File: src/music_pkg.sv
package music_pkg;

    // ------------------------------
    // Widths that carry a meaning
    // ------------------------------

    typedef logic [5:0] note_t;     // Note number, 64 pitches.
    typedef logic [5:0] beats_t;    // Length of a note or a rest, counted in beats.
    typedef logic [1:0] song_sel_t; // One of the four songs held in the ROM.

    // Number of note players that can sound at the same time.
    localparam int unsigned NUM_VOICES = 3;

    // ------------------------------
    // Structures
    // ------------------------------

    // One ROM entry. With is_wait low it is a note and both fields are used.
    // With is_wait high the note field is ignored and duration is a rest in beats.
    // A rest of zero beats marks the end of the song.
    typedef struct packed {
        logic   is_wait;  // High for a rest or the end marker.
        note_t  note;     // Note number, only meaningful for a note entry.
        beats_t duration; // Beats to hold the note or to rest.
    } rom_entry_t;

    // What the reader hands to a voice when a note is transferred.
    typedef struct packed {
        note_t  note;
        beats_t duration;
    } note_cmd_t;

    // The visible state of one voice.
    typedef struct packed {
        logic  active; // High while the voice is sounding.
        note_t note;   // The note being sounded, zero when silent.
    } voice_t;

endpackage

File: src/beat_generator.sv
`timescale 1ns/10ps

module beat_generator #(
    parameter int unsigned BEAT_DIVIDE = 8
) (
    input  logic clk,
    input  logic rst,
    input  logic play,
    output logic beat
);

    localparam int unsigned CNT_W = (BEAT_DIVIDE > 1) ? $clog2(BEAT_DIVIDE) : 1;

    logic [CNT_W-1:0] count_q; // Cycles elapsed inside the current beat.
    logic             beat_q;  // Registered wrap pulse.

    always_ff @(posedge clk) begin
        if (rst || !play) begin
            count_q <= '0; // Paused, so the next beat after resume is a whole one.
            beat_q  <= 1'b0;
        end else if (count_q == CNT_W'(BEAT_DIVIDE - 1)) begin
            count_q <= '0;
            beat_q  <= 1'b1; // Wraparound gives the beat in the following cycle.
        end else begin
            count_q <= count_q + 1'b1;
            beat_q  <= 1'b0;
        end
    end

    // A pulse that was already registered is dropped in the cycle where play falls.
    assign beat = beat_q && play;

    // Beats are isolated single-cycle strobes, downstream counters rely on it.
    a_beat_single_cycle: assert property (@(posedge clk) disable iff (rst) beat |=> !beat)
        else $error("beat held high for two cycles");

endmodule

File: src/song_rom.sv
`timescale 1ns/10ps

module song_rom #(
    parameter int unsigned SONG_ADDR_WIDTH = 5
) (
    input  logic                         clk,
    input  logic [SONG_ADDR_WIDTH+1:0]   addr,
    output music_pkg::rom_entry_t        entry
);

    music_pkg::song_sel_t       song_sel; // Upper address bits pick the song.
    logic [SONG_ADDR_WIDTH-1:0] index;    // Lower bits pick the entry inside it.

    assign song_sel = addr[SONG_ADDR_WIDTH+1:SONG_ADDR_WIDTH];
    assign index    = addr[SONG_ADDR_WIDTH-1:0];

    // Entry builders keep the table below readable.
    function automatic music_pkg::rom_entry_t note(input int unsigned n, input int unsigned d);
        return '{is_wait: 1'b0, note: music_pkg::note_t'(n), duration: music_pkg::beats_t'(d)};
    endfunction

    function automatic music_pkg::rom_entry_t rest(input int unsigned d);
        return '{is_wait: 1'b1, note: '0, duration: music_pkg::beats_t'(d)};
    endfunction

    // ------------------------------
    // Song table
    // ------------------------------

    always_ff @(posedge clk) begin
        entry <= rest(0); // Anything not listed reads as an end marker.
        case (song_sel)
            2'd0: begin // A plain melody, every note ends before the next one starts.
                case (index)
                    0:  entry <= note(24, 2);
                    1:  entry <= rest(2);
                    2:  entry <= note(26, 2);
                    3:  entry <= rest(2);
                    4:  entry <= note(28, 3);
                    5:  entry <= rest(3);
                    6:  entry <= note(24, 1);
                    7:  entry <= rest(1);
                    8:  entry <= note(31, 4);
                    9:  entry <= rest(4);
                    default: entry <= rest(0);
                endcase
            end
            2'd1: begin // Chords, two or three voices sound together.
                case (index)
                    0:  entry <= note(36, 4);
                    1:  entry <= note(40, 4);
                    2:  entry <= rest(2);
                    3:  entry <= note(43, 4);
                    4:  entry <= rest(4);
                    5:  entry <= note(48, 2);
                    6:  entry <= note(52, 2);
                    7:  entry <= rest(3);
                    default: entry <= rest(0);
                endcase
            end
            2'd2: begin // Four notes in a row, the fourth has to wait for a free voice.
                case (index)
                    0:  entry <= note(12, 3);
                    1:  entry <= note(14, 3);
                    2:  entry <= note(16, 3);
                    3:  entry <= note(19, 2);
                    4:  entry <= rest(3);
                    default: entry <= rest(0);
                endcase
            end
            default: entry <= rest(0); // Song 3 ends at once.
        endcase
    end

endmodule

File: src/wait_timer.sv
`timescale 1ns/10ps

module wait_timer (
    input  logic              clk,
    input  logic              rst,
    input  logic              load,
    input  music_pkg::beats_t duration,
    input  logic              beat,
    output logic              expired
);

    music_pkg::beats_t count_q; // Beats of rest still to go.

    // ------------------------------
    // Countdown
    // ------------------------------

    always_ff @(posedge clk) begin
        if (rst) begin
            count_q <= '0; // Idle timer reads as expired.
        end else if (load) begin
            count_q <= duration; // A beat in the load cycle is not counted.
        end else if (beat && (count_q != '0)) begin
            count_q <= count_q - 1'b1;
        end
    end

    // Goes high in the cycle after the last beat of the rest.
    assign expired = (count_q == '0);

    // A zero rest is the end marker and must never reach the timer.
    a_no_zero_load: assert property (@(posedge clk) disable iff (rst)
        load |-> (duration != '0))
        else $error("wait timer loaded with a zero duration");

endmodule

File: src/voice_arbiter.sv
`timescale 1ns/10ps

module voice_arbiter (
    input  logic                                note_req,
    input  logic [music_pkg::NUM_VOICES-1:0]    busy,
    output logic [music_pkg::NUM_VOICES-1:0]    start,
    output logic                                note_accept
);

    logic [music_pkg::NUM_VOICES-1:0] free;   // Voices that can take a note now.
    logic [music_pkg::NUM_VOICES-1:0] lowest; // Only the lowest free voice.

    assign free = ~busy;

    // Two's complement isolates the lowest set bit, so voice 0 has top priority.
    assign lowest = free & (~free + 1'b1);

    // No request, no start.
    assign start = note_req ? lowest : '0;

    // The reader sees the transfer in the same cycle the voice gets its start.
    assign note_accept = |start;

    // At most one voice is started, and never one that is still sounding.
    always_comb begin
        a_start_onehot: assert final ($onehot0(start) && ((start & busy) == '0))
            else $error("arbiter start %b is not one-hot on a free voice", start);
    end

endmodule

File: src/note_player.sv
`timescale 1ns/10ps

module note_player (
    input  logic                 clk,
    input  logic                 rst,
    input  logic                 start,
    input  music_pkg::note_cmd_t cmd,
    input  logic                 beat,
    output logic                 busy,
    output music_pkg::voice_t    voice
);

    logic              active_q; // Voice is sounding.
    music_pkg::note_t  note_q;   // Note captured at start.
    music_pkg::beats_t count_q;  // Beats left before release.

    // ------------------------------
    // Hold and release
    // ------------------------------

    always_ff @(posedge clk) begin
        if (rst) begin
            active_q <= 1'b0;
            count_q  <= '0;
        end else if (start) begin
            active_q <= 1'b1;         // Sounding from the next cycle on.
            count_q  <= cmd.duration; // A beat in the start cycle is not counted.
        end else if (active_q && beat) begin
            if (count_q <= 1) begin
                active_q <= 1'b0; // Last beat, silent from the next cycle.
                count_q  <= '0;
            end else begin
                count_q <= count_q - 1'b1;
            end
        end
    end

    // Note number is only captured, it has no meaning until start.
    always_ff @(posedge clk) begin
        if (start) begin
            note_q <= cmd.note;
        end
    end

    assign busy = active_q;

    // A silent voice reports note zero.
    assign voice = '{active: active_q, note: active_q ? note_q : '0};

    // The arbiter must only start a voice that has finished its last note.
    a_no_start_while_busy: assert property (@(posedge clk) disable iff (rst)
        start |-> !busy)
        else $error("note player started while busy");

endmodule

File: src/song_reader_fsm.sv
`timescale 1ns/10ps

module song_reader_fsm #(
    parameter int unsigned SONG_ADDR_WIDTH = 5
) (
    input  logic                        clk,
    input  logic                        rst,
    input  logic                        play,
    input  music_pkg::song_sel_t        song,
    input  music_pkg::rom_entry_t       entry,
    input  logic                        expired,
    input  logic                        note_accept,
    output logic [SONG_ADDR_WIDTH+1:0]  addr,
    output logic                        note_req,
    output music_pkg::note_cmd_t        cmd,
    output logic                        timer_load,
    output music_pkg::beats_t           wait_beats,
    output logic                        song_done
);

    typedef enum logic [2:0] {
        PAUSED,   // Idle, song number is sampled here.
        FETCH,    // Address is presented to the ROM.
        RETRIEVE, // Entry is valid and gets decoded.
        WAIT,     // A rest is counting down.
        DONE      // End marker reached.
    } state_t;

    state_t                     state_q, state_d;
    logic [SONG_ADDR_WIDTH-1:0] index_q, index_d; // Entry inside the current song.
    music_pkg::song_sel_t       song_q;           // Song latched while paused.
    logic                       is_end;           // Current entry is the end marker.

    assign is_end = entry.is_wait && (entry.duration == '0);

    // ------------------------------
    // Next state
    // ------------------------------

    always_comb begin
        state_d    = state_q;
        index_d    = index_q;
        note_req   = 1'b0;
        timer_load = 1'b0;
        if (!play) begin
            state_d = PAUSED; // Position is kept so the song can resume.
            if (state_q == DONE) begin
                index_d = '0; // A finished song restarts from the top.
            end
        end else begin
            case (state_q)
                PAUSED:   state_d = FETCH;
                FETCH:    state_d = RETRIEVE;
                RETRIEVE: begin
                    // Expired is low only when a pause cut a rest short.
                    // The remainder of that rest is served before moving on.
                    if (expired) begin
                        if (!entry.is_wait) begin
                            note_req = 1'b1; // Held until a voice is free.
                            if (note_accept) begin
                                index_d = index_q + 1'b1;
                                state_d = FETCH;
                            end
                        end else if (is_end) begin
                            state_d = DONE;
                        end else begin
                            timer_load = 1'b1;
                            index_d    = index_q + 1'b1;
                            state_d    = WAIT;
                        end
                    end
                end
                WAIT:     if (expired) state_d = FETCH;
                DONE:     state_d = DONE; // Stays until play drops.
                default:  state_d = PAUSED;
            endcase
        end
    end

    always_ff @(posedge clk) begin
        if (rst) begin
            state_q <= PAUSED;
            index_q <= '0;
            song_q  <= '0;
        end else begin
            state_q <= state_d;
            index_q <= index_d;
            if (state_q == PAUSED) begin
                song_q <= song; // A song change takes effect only from a pause.
            end
        end
    end

    assign addr       = {song_q, index_q};
    assign cmd        = '{note: entry.note, duration: entry.duration};
    assign wait_beats = entry.duration;
    assign song_done  = (state_q == DONE);

endmodule

File: src/music_top.sv
`timescale 1ns/10ps

module music_top #(
    parameter int unsigned BEAT_DIVIDE     = 8,
    parameter int unsigned SONG_ADDR_WIDTH = 5
) (
    input  logic                  clk,
    input  logic                  rst,
    input  logic                  play,
    input  music_pkg::song_sel_t  song,
    output music_pkg::voice_t     voices [music_pkg::NUM_VOICES],
    output logic                  beat,
    output logic                  song_done
);

    logic [SONG_ADDR_WIDTH+1:0]       rom_addr;    // {song, index} from the reader.
    music_pkg::rom_entry_t            rom_entry;   // Entry one cycle after the address.
    logic                             note_req;    // Reader has a note to place.
    logic                             note_accept; // Some voice took it.
    music_pkg::note_cmd_t             note_cmd;    // Broadcast to every voice.
    logic                             timer_load;
    music_pkg::beats_t                wait_beats;
    logic                             expired;
    logic [music_pkg::NUM_VOICES-1:0] busy;
    logic [music_pkg::NUM_VOICES-1:0] start;

    // ------------------------------
    // Timing and sequencing
    // ------------------------------

    beat_generator #(.BEAT_DIVIDE(BEAT_DIVIDE)) beat_gen_i (
        .clk(clk), .rst(rst), .play(play), .beat(beat)
    );

    song_rom #(.SONG_ADDR_WIDTH(SONG_ADDR_WIDTH)) rom_i (
        .clk(clk), .addr(rom_addr), .entry(rom_entry)
    );

    song_reader_fsm #(.SONG_ADDR_WIDTH(SONG_ADDR_WIDTH)) reader_i (
        .clk(clk), .rst(rst), .play(play), .song(song), .entry(rom_entry),
        .expired(expired), .note_accept(note_accept), .addr(rom_addr),
        .note_req(note_req), .cmd(note_cmd), .timer_load(timer_load),
        .wait_beats(wait_beats), .song_done(song_done)
    );

    wait_timer timer_i (
        .clk(clk), .rst(rst), .load(timer_load), .duration(wait_beats),
        .beat(beat), .expired(expired)
    );

    // ------------------------------
    // Voices
    // ------------------------------

    voice_arbiter arbiter_i (
        .note_req(note_req), .busy(busy), .start(start), .note_accept(note_accept)
    );

    for (genvar v = 0; v < music_pkg::NUM_VOICES; v++) begin : g_voice
        note_player player_i (
            .clk(clk), .rst(rst), .start(start[v]), .cmd(note_cmd),
            .beat(beat), .busy(busy[v]), .voice(voices[v])
        );
    end

endmodule

File: config.mk
export PLATFORM = sky130hd
export DESIGN_NAME = music_top
export DESIGN_NICKNAME = d
export VERILOG_FILES = /design/src/music_pkg.sv /design/src/beat_generator.sv /design/src/song_rom.sv /design/src/wait_timer.sv /design/src/voice_arbiter.sv /design/src/note_player.sv /design/src/song_reader_fsm.sv /design/src/music_top.sv
export SDC_FILE = /design/constraint.sdc
export NUM_CORES = 1
export LEC_CHECK = 0
export ABC_AREA = 1
export ABC_CLOCK_PERIOD_IN_PS = 2100
export BUFFER_PORTS_ARGS = -buffer_cell sky130_fd_sc_hd__buf_4
export CAP_MARGIN = 20
export CORE_MARGIN = 3
export CORE_UTILIZATION = 25
export DETAILED_ROUTE_END_ITERATION = 12
export SETUP_SLACK_MARGIN = 0.15
export SLEW_MARGIN = 20
export SYNTH_ARGS = -nofsm -noshare
export SYNTH_HDL_FRONTEND = slang
export SYNTH_SLANG_ARGS = --single-unit
File: constraint.sdc
create_clock -name clk -period 2.1 [get_ports clk]
set_input_delay 0.105 -clock clk [delete_from_list [all_inputs] [get_ports clk]]
set_output_delay 0.105 -clock clk [all_outputs]
set_load 0.01 [all_outputs]
Word level (Yosys, flattened, before mapping). Memory sizes are Yosys's and may differ from the RTL's. A register that Yosys moved wholly into a read port is not among the register bits. Index checks and enable logic that the tools add are counted.

Latch bits: 0. Memories: 2. Output and inout bits: 23. Input port bits: 5. RAM bits: 0. Bits in read-only memories: 224. Bits in registers: 72.

Memories: (name not given) (depth 16, width 9, read ports 1, clocked after memory_dff 1, wr ports 0, RTL line song_rom.sv:34) `case (index)`; (name not given) (depth 8, width 10, read ports 1, clocked after memory_dff 1, wr ports 0, RTL line song_rom.sv:49) `case (index)`.

Reduce and logical (&&, ||, !) cells: 31. Bitwise logic cells: 4. Div/mod/pow operators: 0. Mux-type cells: 55. Equal/unequal tests: 18. Magnitude comparators: 3. Add/subtract/negate cells: 7. Multiply operators: 0. Shift-type cells: 0.

Operators with widths (number): two-way mux 6 bit (14); one-hot mux 13 bit (5 select lines) (1); one-hot mux 13 bit (3 select lines) (1); two-way mux 5 bit (7); two-way mux 13 bit (2); two-way mux 3 bit (8); subtractor 6 x 1 -> 6 bit (second input constant) (4); two-way mux 1 bit (19); less-or-equal comparator 6 x 1 -> 1 bit (second input constant) (3); nonzero test 2 bit (8); one-hot mux 3 bit (5 select lines) (1); zero test 6 bit (2); == test 5 x 2 -> 1 bit (second input constant) (2); two-way mux 4 bit (2); adder 3 x 1 -> 3 bit (second input constant) (2); == test 3 x 2 -> 1 bit (second input constant) (2); == test 3 bit (second input constant) (2); logical AND 1 bit (6); NOT 3 bit (2); AND reduction 2 bit (3); nonzero test 6 bit (1); adder 5 x 1 -> 5 bit (second input constant) (1); == test 5 x 1 -> 1 bit (second input constant) (1); == test 5 x 3 -> 1 bit (second input constant) (1); other kinds (19) (23).

Longest topological paths before layout. Gate-level depths: netlist of run 1.

Depth after elaboration: 13. Gate-level depth with buffers: 15. Mapped depth without buffers: 15.

Modules after synthesis. A second synthesis of run 1 with hierarchy kept.

Cells, all modules: 582. Area, all modules: 4251.6 sq um.

By module, submodules not included: note_player (times used 3, cells each 96, sequential area each 320.3 sq um, area each 733.2 sq um); song_reader_fsm (times used 1, cells each 105, sequential area each 200.2 sq um, area each 745.7 sq um); song_rom (times used 1, cells each 92, sequential area each 200.2 sq um, area each 680.7 sq um); wait_timer (times used 1, cells each 68, sequential area each 120.1 sq um, area each 421.7 sq um); beat_generator (times used 1, cells each 18, sequential area each 80.1 sq um, area each 156.4 sq um); voice_arbiter (times used 1, cells each 11, sequential area each 0.0 sq um, area each 47.5 sq um).

Worst setup path before layout of run 1. OpenSTA, ideal clock, no wires.

Kind: register to register. From: reg timer_i.count_q[0]. To: reg with a tool-made name. Required time: 1983 ps. Stages on the path, launching flop included: 16. Path buffers: 0. Setup slack: 59 ps. Data arrival time: 1924 ps. Library setup time: 117 ps. Cells stage by stage: dfxtp_1 -> inv_1 -> ha_1 -> nand3_1 -> nor2_1 -> nand2_1 -> a211oi_2 -> nand2_4 -> nand3_1 -> o21ai_2 -> nand2_2 -> inv_1 -> ha_1 -> inv_1 -> nand2_1 -> o21ai_1.

RTL lines: start: declaration (RTL line wait_timer.sv:12) `music_pkg::beats_t count_q;`; start signal: assignment (RTL line wait_timer.sv:22) `count_q <= duration;`; start signal: assignment (RTL line wait_timer.sv:24) `count_q <= count_q - 1'b1;`.

==> run_results.csv, run 1 <==
group,metric,value,unit
outcome,outcome,"completed",
layout,fin_area,0.00516,mm^2
floorplan,io_pins,28,
sta,grt_setup_unrepaired,"true",
floorplan,die_x,134,um
global_routing,grt_pass1_vias,3235,
power,seq_power_share,0.498,
logic_synthesis,ys_seq_elements,86,
sta,relSlewSlack,0.729,
sta,drv_slew,0,
worst_setup_path,crit_path_start_kind,"register",
global_routing,grt_max_degree,21,
global_routing,grt_pass1_wl,15200,um
power,p_clk_frac,0.447,
cts,cts_buffers,9,
floorplan,initial_core_util,0.256,
sta,setup_tns,0,ns
sta,max_freq,508,MHz
sta,setup_slack,0.132,ns
sta,final-setup-viol-count,0,
sta,skew,0.00812,ns
cts,cts_sinks,86,
power,p_int,2.68,mW
worst_setup_path,cp-startpoint,"reader_i.state_q[1]$_SDFFE_PP0P_",
worst_setup_path,crit_arrival,2.21,ns
logic_synthesis,seq_area_frac_synth,0.464,
power,worst_ir_drop_vdd,0.000361,V
cts,clkTransAtPathRegs,0.07,ns
layout,nFillCells,1724,
sta,whs,0.0340,ns
global_routing,antenna_found_initial,0,
power,power_density,682,mW/mm^2
place,dpl_cell_area,0.00472,mm^2
logic_synthesis,yosys_warnings,0,
detailed_routing,final_antenna_net_count,0,
power,combPwrFrac,0.055,
global_routing,gr-total-overflow,0,
place,post-place-cells,771,
detailed_routing,vias,3378,
sta,period_minus_slack,1.97,ns
place,post-dp-hpwl,6660,um
sta,finalHoldViolCount,0,
place,port_buffers,27,
logic_synthesis,synth_edf_count,18,
cts,cts_htree_levels,3,
worst_setup_path,critPathKind,"reg -> reg",
logic_synthesis,yosys.cell_types.count,42,
logic_synthesis,netlist_area,0.00410,mm^2
logic_synthesis,synth.avg_cell_area,7.89,um^2
detailed_routing,drc,0,
cts,clock-root-buffer,"clkbuf_16",
logic_synthesis,syn_nets,543,
global_routing,met3_usage,0.0371,
worst_hold_path,hold_class,"in -> reg",
layout,nets,594,
place,gp_congestion,0.826,
layout,diodes,0,
sta,fin_crit_sh,0.937,
sta,tightest_slew,0.402,ns
detailed_routing,wl_per_cell,11.3,um
global_routing,grt_util_met2,0.169,
cts,clockBufferDepth,2,
detailed_routing,routed_wl,8990,um
global_routing,grtUsageTotal,0.107,
layout,fin_util,0.323,
global_routing,grt.busiest_layer,"met2",
logic_synthesis,synth_ff_type,"dfxtp_1",
worst_setup_path,critical_path_required,2.34,ns
floorplan,coreArea,0.0160,mm^2
power,p_switching,0.845,mW
global_routing,grt_use_met1,0.135,
detailed_routing,firstDrtPassIters,4,
worst_setup_path,cp_max_fo,5,
cts,insertion_delay,0.35,ns
power,power,3.52,mW
worst_hold_path,min-delay-start,"song[1]",
logic_synthesis,syn_inst,520,
detailed_routing,drt_iter0_drc,180,
power,p_leak,2.46,nW
floorplan,fp-row-count,46,
detailed_routing,vias_per_cell,4.27,
cts,tritoncts,"built",
power,netSwitchingFraction,0.240,
job,drv_cap,0,
floorplan,fp.dieH,134,um
worst_setup_path,r2r-start,"reader_i.state_q[1]$_SDFFE_PP0P_",
layout,syn_to_final_growth,25.9,%
worst_setup_path,end_kind,"register",
logic_synthesis,ys_async_sr_fraction,0,
layout,drive_gt1_frac,0.243,
place,pre_cts_ws,-0.0175,ns
floorplan,die-area,0.0180,mm^2
layout,final_cells,792,
-- cell families after synthesis --
| group | share of synthesized area |
|---|---|
| AND/OR/NAND/NOR | 0.259 |
| buffers and inverters | 0.107 |
| AO/OA/AOI/OAI | 0.112 |
| XOR/XNOR | 0.00427 |
| flip-flops | 0.464 |
| adder cells (fa/ha/maj) | 0.0549 |
-- layer usage --
| layer | wire (um) | part of all wire |
|---|---|---|
| met4 | 173 | 0.019 |
| met1 | 4190 | 0.47 |
| met2 | 4260 | 0.47 |
| met5 | 0 | 0 |
| met3 | 371 | 0.041 |
-- final timing paths --
check | to | slack, ns | depth (start not counted)
worst max-delay path | register | 0.13 | 15
worst min-delay path | reader_i.song_q[1]$_SDFFE_PP0P_ | 0.03 | 3
worst max register to register | register | 0.13 | 15
worst min register to register | rom_i.entry[11]$_SDFF_PN0_ | 0.42 | 2
-- power groups by stage --
stage / Sequential [mW] / Clock (mW) / Combinational (mW)
final: 1.75 / 1.58 / 0.194
after global routing: 1.76 / 1.69 / 0.222
after CTS: 1.75 / 1.63 / 0.186
after detailed placement: 1.79 / 0 / 0.183
after global placement: 1.79 / 0 / 0.183
after floorplan: 1.78 / 0 / 0.119
-- synth_stat cells, drive strengths merged, types with 2 or more instances --
library cell    n  area share
clkbuf          3      0.0030
a22oi           4      0.0073
xor2            2      0.0043
o31ai           3      0.0067
o22ai           8       0.012
nor2           53       0.057
buf             6      0.0095
nor3b           2      0.0037
a21oi          24       0.032
or2             2      0.0030
dfxtp          68        0.33
ha             18       0.055
nor3           19       0.023
nand4           8       0.015
a31oi           4      0.0061
edfxtp         18        0.13
a211oi          2      0.0049
nand3          23       0.029
o21ai          27       0.035
nand2         117        0.12
inv           103       0.094
-- placed cells by master, fill, tap and decap left out, types with 4 or more instances in the layout --
| master | n |
|---|---|
| a22oi_1 | 4 |
| dfxtp_1 | 66 |
| nand2_1 | 93 |
| o22ai_1 | 8 |
| nor2_2 | 6 |
| clkbuf_16 | 10 |
| a31oi_1 | 4 |
| o21ai_0 | 20 |
| nor2_4 | 4 |
| buf_4 | 47 |
| inv_1 | 84 |
| inv_4 | 4 |
| ha_1 | 13 |
| nand4_1 | 6 |
| nor3_1 | 18 |
| edfxtp_1 | 18 |
| inv_2 | 15 |
| nand3_1 | 20 |
| a21oi_1 | 23 |
| nand2_4 | 10 |
| nor2_1 | 43 |
| nand2_2 | 14 |
-- final cells by class --
cell class	instances	area (um^2)	share of cell area
well taps	216	270	0.0523
flip-flops and latches	86	1900	0.369
inverters	103	398	0.0770
clock buffers	11	254	0.0492
repair buffers	49	375	0.0727
clock inverters	5	40.0	0.00775
multi-input cells	322	1920	0.372
-- timing repair --
item,4_1_cts,5_1_grt
gates resized for setup,4,30
pin swaps,7,8
setup buffers,3,2
endpoints found under the setup margin,15,41
hold buffers,0,0
-- critical path: stages, from the launching register on --
cell and delay, ns:
dfxtp_1 0.38, inv_2 0.06, nor2_4 0.10, nand4_1 0.12
nor2_2 0.16, o31ai_2 0.10, nand2_2 0.10, nand2_4 0.11
nand3_4 0.09, o21ai_4 0.08, nand2_4 0.10, inv_4 0.05
ha_4 0.25, inv_2 0.03, nand2_2 0.07, o21ai_2 0.05
Note: power is estimated with default switching activity, not from simulation.
==> inputs of run 2 (changes only) <==
--- a/config.mk
+++ b/config.mk
@@ -12,6 +12,7 @@
 export CORE_MARGIN = 3
 export CORE_UTILIZATION = 25
 export DETAILED_ROUTE_END_ITERATION = 12
+export PLACE_DENSITY = 0.49
 export SETUP_SLACK_MARGIN = 0.15
 export SLEW_MARGIN = 20
 export SYNTH_ARGS = -nofsm -noshare
==> run 2 against run 1 <==
Against the previous run:
- first-iteration DRC count decreased by 17%
- register-to-register slack got worse by 0.04 ns
- final area increased by 0.63%
- utilization increased by 0.20 points
- routed wire length increased by 4.4%
- die area unchanged
- cell count increased by 0.88%
- count of clock-buffer cells in the layout decreased by 2
- sequential power about the same
- clock skew increased by 0.0012 ns
- non-clock buffer count increased by 6
- largest power group unchanged
- highest routed layer unchanged
==> run_results.csv, run 2 (synthesis gave the netlist of run 1 again) <==
group,metric,value,unit
cts,ctsHoldBuffers,0,
cts,tritoncts,"built",
cts,clkTransAtPathRegs,0.07,ns
sta,drv_slew,0,
worst_hold_path,hold_class,"in -> reg",
outcome,outcome,"completed",
power,power_density,681,mW/mm^2
worst_setup_path,reg2reg_depth,15,
layout,diodes,0,
global_routing,grt_max_degree,21,
worst_setup_path,cp-startpoint,"timer_i.count_q[0]$_SDFFE_PP0P_",
layout,final_common_cell,"nand2_1",
floorplan,initial_core_util,0.256,
job,drv_cap,0,
place,gp_congestion,0.870,
floorplan,die_x,134,um
worst_setup_path,crit_path_start_kind,"register",
power,p_leak,2.52,nW
cts,clock-root-buffer,"clkbuf_16",
worst_setup_path,cp_max_fo,5,
worst_hold_path,whs_path_depth,3,
place,post-dp-hpwl,7010,um
sta,period_minus_slack,2.01,ns
place,port_buffers,27,
detailed_routing,routed_wl,9390,um
floorplan,fp.dieH,134,um
place,post-place-cells,769,
sta,fin_crit_sh,0.957,
cts,cts_buffers,9,
power,worst_ir_drop_vdd,0.000386,V
detailed_routing,drt_iter0_drc,149,
place,dpl_cell_area,0.00470,mm^2
sta,grt_setup_unrepaired,"true",
floorplan,die-area,0.0180,mm^2
floorplan,coreArea,0.0160,mm^2
floorplan,fp-row-count,46,
layout,syn_to_final_growth,26.7,%
detailed_routing,vias,3439,
layout,drive_gt1_frac,0.240,
global_routing,antenna_found_initial,0,
sta,finalHoldViolCount,0,
detailed_routing,vias_per_cell,4.30,
worst_setup_path,crit_arrival,2.25,ns
worst_setup_path,end_kind,"register",
detailed_routing,drc,0,
detailed_routing,wl_per_cell,11.8,um
cts,clockBufferDepth,2,
sta,final-setup-viol-count,0,
global_routing,grt_pass1_wl,15200,um
cts,cts_sinks,86,
layout,nets,601,
worst_setup_path,critical_path_required,2.34,ns
detailed_routing,final_antenna_net_count,0,
cts,cts_htree_levels,3,
sta,tightest_slew,0.648,ns
global_routing,gr-total-overflow,0,
layout,fin_area,0.00520,mm^2
layout,final_cells,799,
layout,layout_common_cells,"nand2_1, inv_1, dfxtp_1, buf_4, nor2_1",
worst_setup_path,r2r-start,"timer_i.count_q[0]$_SDFFE_PP0P_",
worst_setup_path,critPathKind,"reg -> reg",
worst_setup_path,r2r_setup_slack,0.09,ns
detailed_routing,firstDrtPassIters,4,
sta,skew,0.00929,ns
global_routing,grt_pass1_vias,3230,
floorplan,io_pins,28,
sta,max_freq,498,MHz
sta,relSlewSlack,0.568,
global_routing,grtUsageTotal,0.106,
worst_hold_path,min-delay-start,"song[0]",
cts,insertion_delay,0.34,ns
-- run 2: changes by cell type in the layout (fill, tap and decap cells not counted), sizes merged --
cell      change
clkinvlp      +1
nand2         +1
buf           +6
bufinv        +1
clkbuf        -2
-- run 2: area by class of cell --
| class | count | area [um^2] |
|---|---|---|
| clock buffer | 9 | 225 |
| clock inverter | 7 | 72.6 |
| fill | 1724 | 10800 |
| inverter | 103 | 389 |
| multi-input combinational | 323 | 1920 |
| sequential | 86 | 1900 |
| tap | 216 | 270 |
| timing repair buffer | 55 | 420 |
-- run 2: through the flow --
step	TNS (ns)	hold slack [ns]	power (mW)	worst slack, ns	util
3_3_place_gp	0	0.392	1.97	0.0161	0.294
6_report	0	0.0540	3.54	0.0904	0.325
2_1_floorplan	0	0.295	1.90	0.0837	-
5_1_grt	-0.278	0.0781	3.68	-0.0482	0.325
3_5_place_dp	-0.0220	0.406	1.97	-0.0220	0.294
4_1_cts	0	0.0412	3.59	0.0739	0.314
-- run 2: timing repair --
item                       CTS  global route
pin swaps                    7             6
setup endpoints to repair   16            32
gates resized for setup      3            23
setup buffers                3            10
gates cloned                 0             1
-- run 2: worst min path at each step --
stage	end	slack [ns]
floorplan	reader_i.song_q[0]$_SDFFE_PP0P_	0.30
global placement	reader_i.song_q[1]$_SDFFE_PP0P_	0.39
detailed placement	reader_i.song_q[0]$_SDFFE_PP0P_	0.41
CTS	reader_i.song_q[0]$_SDFFE_PP0P_	0.04
global route	reader_i.song_q[1]$_SDFFE_PP0P_	0.08
finish	reader_i.song_q[0]$_SDFFE_PP0P_	0.05
-- run 2: where the power goes --
| part | switching, mW | internal, mW |
|---|---|---|
| Combinational | 0.130 | 0.0603 |
| Sequential | 0.0262 | 1.73 |
| Clock | 0.673 | 0.924 |
| Total | 0.829 | 2.71 |
-- run 2: worst max-delay path, cell delays in order (launching register included) --
cell and delay [ns]:
dfxtp_2 0.33, inv_2 0.07, ha_4 0.14, nand4_1 0.16, nor2_2 0.17, o31ai_2 0.10, nand2_2 0.11, nand2_4 0.11
nand3_4 0.09, o21ai_4 0.07, nand2_4 0.10, inv_4 0.06, ha_4 0.25, inv_2 0.03, nand2_2 0.06, o21ai_1 0.05
-- run 2: metal layers --
metal	GRT usage	share of wire
met3	0.0330	0.033
met4	0.0311	0.013
met1	0.131	0.47
met2	0.178	0.48
met5	0	0
==> inputs of run 3 (changes only) <==
--- a/config.mk
+++ b/config.mk
@@ -5,12 +5,12 @@
 export SDC_FILE = /design/constraint.sdc
 export NUM_CORES = 1
 export LEC_CHECK = 0
-export ABC_AREA = 1
 export ABC_CLOCK_PERIOD_IN_PS = 2100
 export BUFFER_PORTS_ARGS = -buffer_cell sky130_fd_sc_hd__buf_4
 export CAP_MARGIN = 20
 export CORE_MARGIN = 3
 export CORE_UTILIZATION = 25
+export CTS_CLUSTER_SIZE = 30
 export DETAILED_ROUTE_END_ITERATION = 12
 export PLACE_DENSITY = 0.49
 export SETUP_SLACK_MARGIN = 0.15
==> run 3 against run 2 <==
Against the previous run:
- largest power group unchanged
- first-iteration DRC count increased by 8.1%
- count of clock-buffer cells in the layout unchanged
- register-to-register slack worse by 0.33 ns
- sequential cell count unchanged
- worst setup slack got worse by 0.33 ns
- routed wire length is 11% higher
- synthesized cell count is 18% lower
- final area rose by 7.0%
- sequential power about the same
- die area down 1.6%
- the flow now finishes with violations (setup timing)
==> run_results.csv, run 3 <==
group,metric,value,unit
outcome,outcome,"finished, violations left",
outcome,violations,"setup timing",
logic_synthesis,synth_edf_count,18,
logic_synthesis,synth.most_common_cell,"dfxtp_1",
logic_synthesis,syn_nets,452,
worst_hold_path,hold_class,"in -> reg",
layout,drive_gt1_frac,0.308,
cts,tritoncts,"built",
layout,final_common_cell,"buf_4",
detailed_routing,routed_wl,10500,um
detailed_routing,firstDrtPassIters,6,
global_routing,grt_use_met1,0.163,
worst_setup_path,cp_max_fo,7,
place,port_buffers,27,
sta,grt_setup_unrepaired,"true",
logic_synthesis,ys_top_cells_by_count,"dfxtp_1, nor2_1, a21oi_1",
global_routing,grt_pass1_wl,16900,um
sta,max_freq,428,MHz
logic_synthesis,synthAdderAreaFrac,0.0558,
power,p_switching,0.804,mW
place,dpl_cell_area,0.00486,mm^2
logic_synthesis,synth_top_family_by_area,"simple AND/OR/NAND/NOR gates",
worst_setup_path,crit_path_start_kind,"register",
sta,drv_slew,0,
floorplan,fp-row-count,45,
place,gp_congestion,0.842,
cts,clkTransAtPathRegs,0.06,ns
sta,setup_slack,-0.238,ns
layout,fin_area,0.00556,mm^2
logic_synthesis,ys_top_cells_by_area,"dfxtp_1, edfxtp_1, nor2_1",
worst_setup_path,end_kind,"register",
power,p_int,2.85,mW
cts,cts_htree_levels,3,
layout,layout_common_cells,"buf_4, dfxtp_1, nor2_1, and2_1",
power,p_leak,2.15,nW
cts,cts_buffers,9,
place,post-dp-hpwl,7550,um
worst_setup_path,critPathKind,"reg -> reg",
layout,nets,537,
logic_synthesis,ys_seq_elements,86,
cts,insertion_delay,0.33,ns
floorplan,initial_core_util,0.260,
power,netSwitchingFraction,0.220,
sta,tightest_slew,0.828,ns
cts,cts_sinks,86,
sta,setup_tns,-2.11,ns
global_routing,grtUsageTotal,0.118,
global_routing,grt_util_met2,0.180,
floorplan,die_x,133,um
logic_synthesis,yosys_warnings,0,
global_routing,met3_usage,0.0293,
global_routing,grt_max_degree,36,
sta,final-setup-viol-count,16,
detailed_routing,drc,0,
detailed_routing,final_antenna_net_count,0,
layout,syn_to_final_growth,37.9,%
place,pre_cts_ws,-0.278,ns
power,power,3.66,mW
sta,period_minus_slack,2.34,ns
sta,relSlewSlack,0.444,
power,worst_ir_drop_vdd,0.000369,V
layout,diodes,0,
floorplan,io_pins,28,
logic_synthesis,synth-compound-area-share,0.128,
logic_synthesis,seq_area_frac_synth,0.472,
global_routing,antenna_found_initial,0,
global_routing,grt_pass1_vias,3210,
logic_synthesis,synthMuxAreaShare,0.0304,
logic_synthesis,netlist_area,0.00403,mm^2
power,power_density,658,mW/mm^2
logic_synthesis,yosys.area.top_type,"dfxtp_1",
floorplan,die-area,0.0177,mm^2
sta,finalHoldViolCount,0,
power,seq_power_share,0.475,
cts,clock-root-buffer,"clkbuf_16",
global_routing,gr-total-overflow,0,
logic_synthesis,synth_ff_type,"dfxtp_1",
logic_synthesis,yosys.cell_types.count,58,
logic_synthesis,synthSimpleGateAreaFrac,0.241,
worst_setup_path,critical_path_required,2.36,ns
sta,fin_crit_sh,1.11,
power,p_clk_frac,0.467,
global_routing,grt.busiest_layer,"met2",
floorplan,coreArea,0.0155,mm^2
cts,clockBufferDepth,2,
detailed_routing,vias,3353,
detailed_routing,drt_iter0_drc,161,
detailed_routing,vias_per_cell,4.59,
logic_synthesis,synth.top_cell.area_share,0.338,
detailed_routing,wl_per_cell,14.3,um
logic_synthesis,syn_inst,429,
logic_synthesis,synth.avg_cell_area,9.40,um^2
sta,skew,0.00518,ns
worst_setup_path,crit_arrival,2.60,ns
logic_synthesis,synth-xor-area-share,0.0348,
floorplan,fp.dieH,133,um
logic_synthesis,ys_async_sr_fraction,0,
power,combPwrFrac,0.058,
job,drv_cap,0,
run 3: cell types whose count changed in the layout (fill, tap and decap cells not counted), moves of 10 or more:
cell / change
nand2_1: -73
buf_4: +26
nand2_2: -12
o21ai_0: -12
inv_2: -13
nor2_1: +15
mux2i_1: +10
nand3_1: -17
inv_1: -73
nand2_4: -11
and2_1: +23
run 3: power by group through the flow:
stage / Clock (mW) / Combinational (mW) / Sequential, mW
3_5_place_dp: 0 / 0.190 / 1.78
3_3_place_gp: 0 / 0.188 / 1.77
2_1_floorplan: 0 / 0.111 / 1.77
5_1_grt: 1.80 / 0.233 / 1.74
6_report: 1.71 / 0.213 / 1.74
4_1_cts: 1.74 / 0.198 / 1.74
run 3: path summary, 6_finish.rpt:
check / from / endpoint / slack [ns] / cells past startpoint
worst max-delay path: rom_i.entry[0]$_SDFF_PN0_ / register / -0.24 / 12
worst max register to register: rom_i.entry[0]$_SDFF_PN0_ / register / -0.24 / 12
worst min register to register: beat_gen_i.count_q[0]$_SDFF_PP0_ / beat_gen_i.count_q[0]$_SDFF_PP0_ / 0.45 / 1
worst min-delay path: song[1] / reader_i.song_q[1]$_SDFFE_PP0P_ / 0.01 / 3
run 3: routing by layer:
| metal | part of all wire | vias up | wire, um |
|---|---|---|---|
| met5 | 0 | - | 0 |
| met4 | 0.016 | 0 | 163 |
| met3 | 0.035 | 15 | 366 |
| met2 | 0.45 | 53 | 4720 |
| met1 | 0.50 | 1597 | 5200 |
| li1 | - | 1688 | - |
run 3: stage by stage:
stage                     instances  hold slack [ns]   util
final                           730           0.0116  0.359
after global routing            730           0.0343  0.359
after CTS                       719          0.00400  0.343
after detailed placement        697            0.360  0.314
after global placement          697            0.347  0.314
after floorplan                 429            0.251      -
run 3: cell families (layout without fill, tap and decap cells):
group | Yosys count | count (layout)
AO/OA/AOI/OAI | 77 | 77
XOR/XNOR | 16 | 16
adder cells (fa/ha/maj) | 18 | 18
buffers and inverters | 36 | 126
flip-flops | 86 | 86
multiplexers | 11 | 11
AND/OR/NAND/NOR | 185 | 185
run 3: critical path, cell delays in order (launching register included):
cell	delay, ns
dfxtp_2	0.32
or4b_4	0.56
o21ai_4	0.10
nor2_4	0.04
buf_4	0.16
mux2i_1	0.14
and2_1	0.18
inv_2	0.09
ha_4	0.30
nand2_2	0.06
nor2_1	0.10
a21oi_1	0.05
o211ai_1	0.16
run 3: timing repair:
item                       CTS  global route
hold buffers                 0             0
setup endpoints to repair   19            46
hold endpoints to repair     0             0
gates cloned                 0             3
gates resized for setup     22            40
pin swaps                   16            14
setup buffers                6             8
run 3: area by class of cell:
type,count,area (um^2)
Clock buffer,9,225
Clock inverter,7,97.6
Fill cell,1548,9920
Inverter,16,60.1
Multi-Input combinational cell,307,2220
Sequential cell,86,1910
Tap cell,211,264
Timing Repair Buffer,94,791
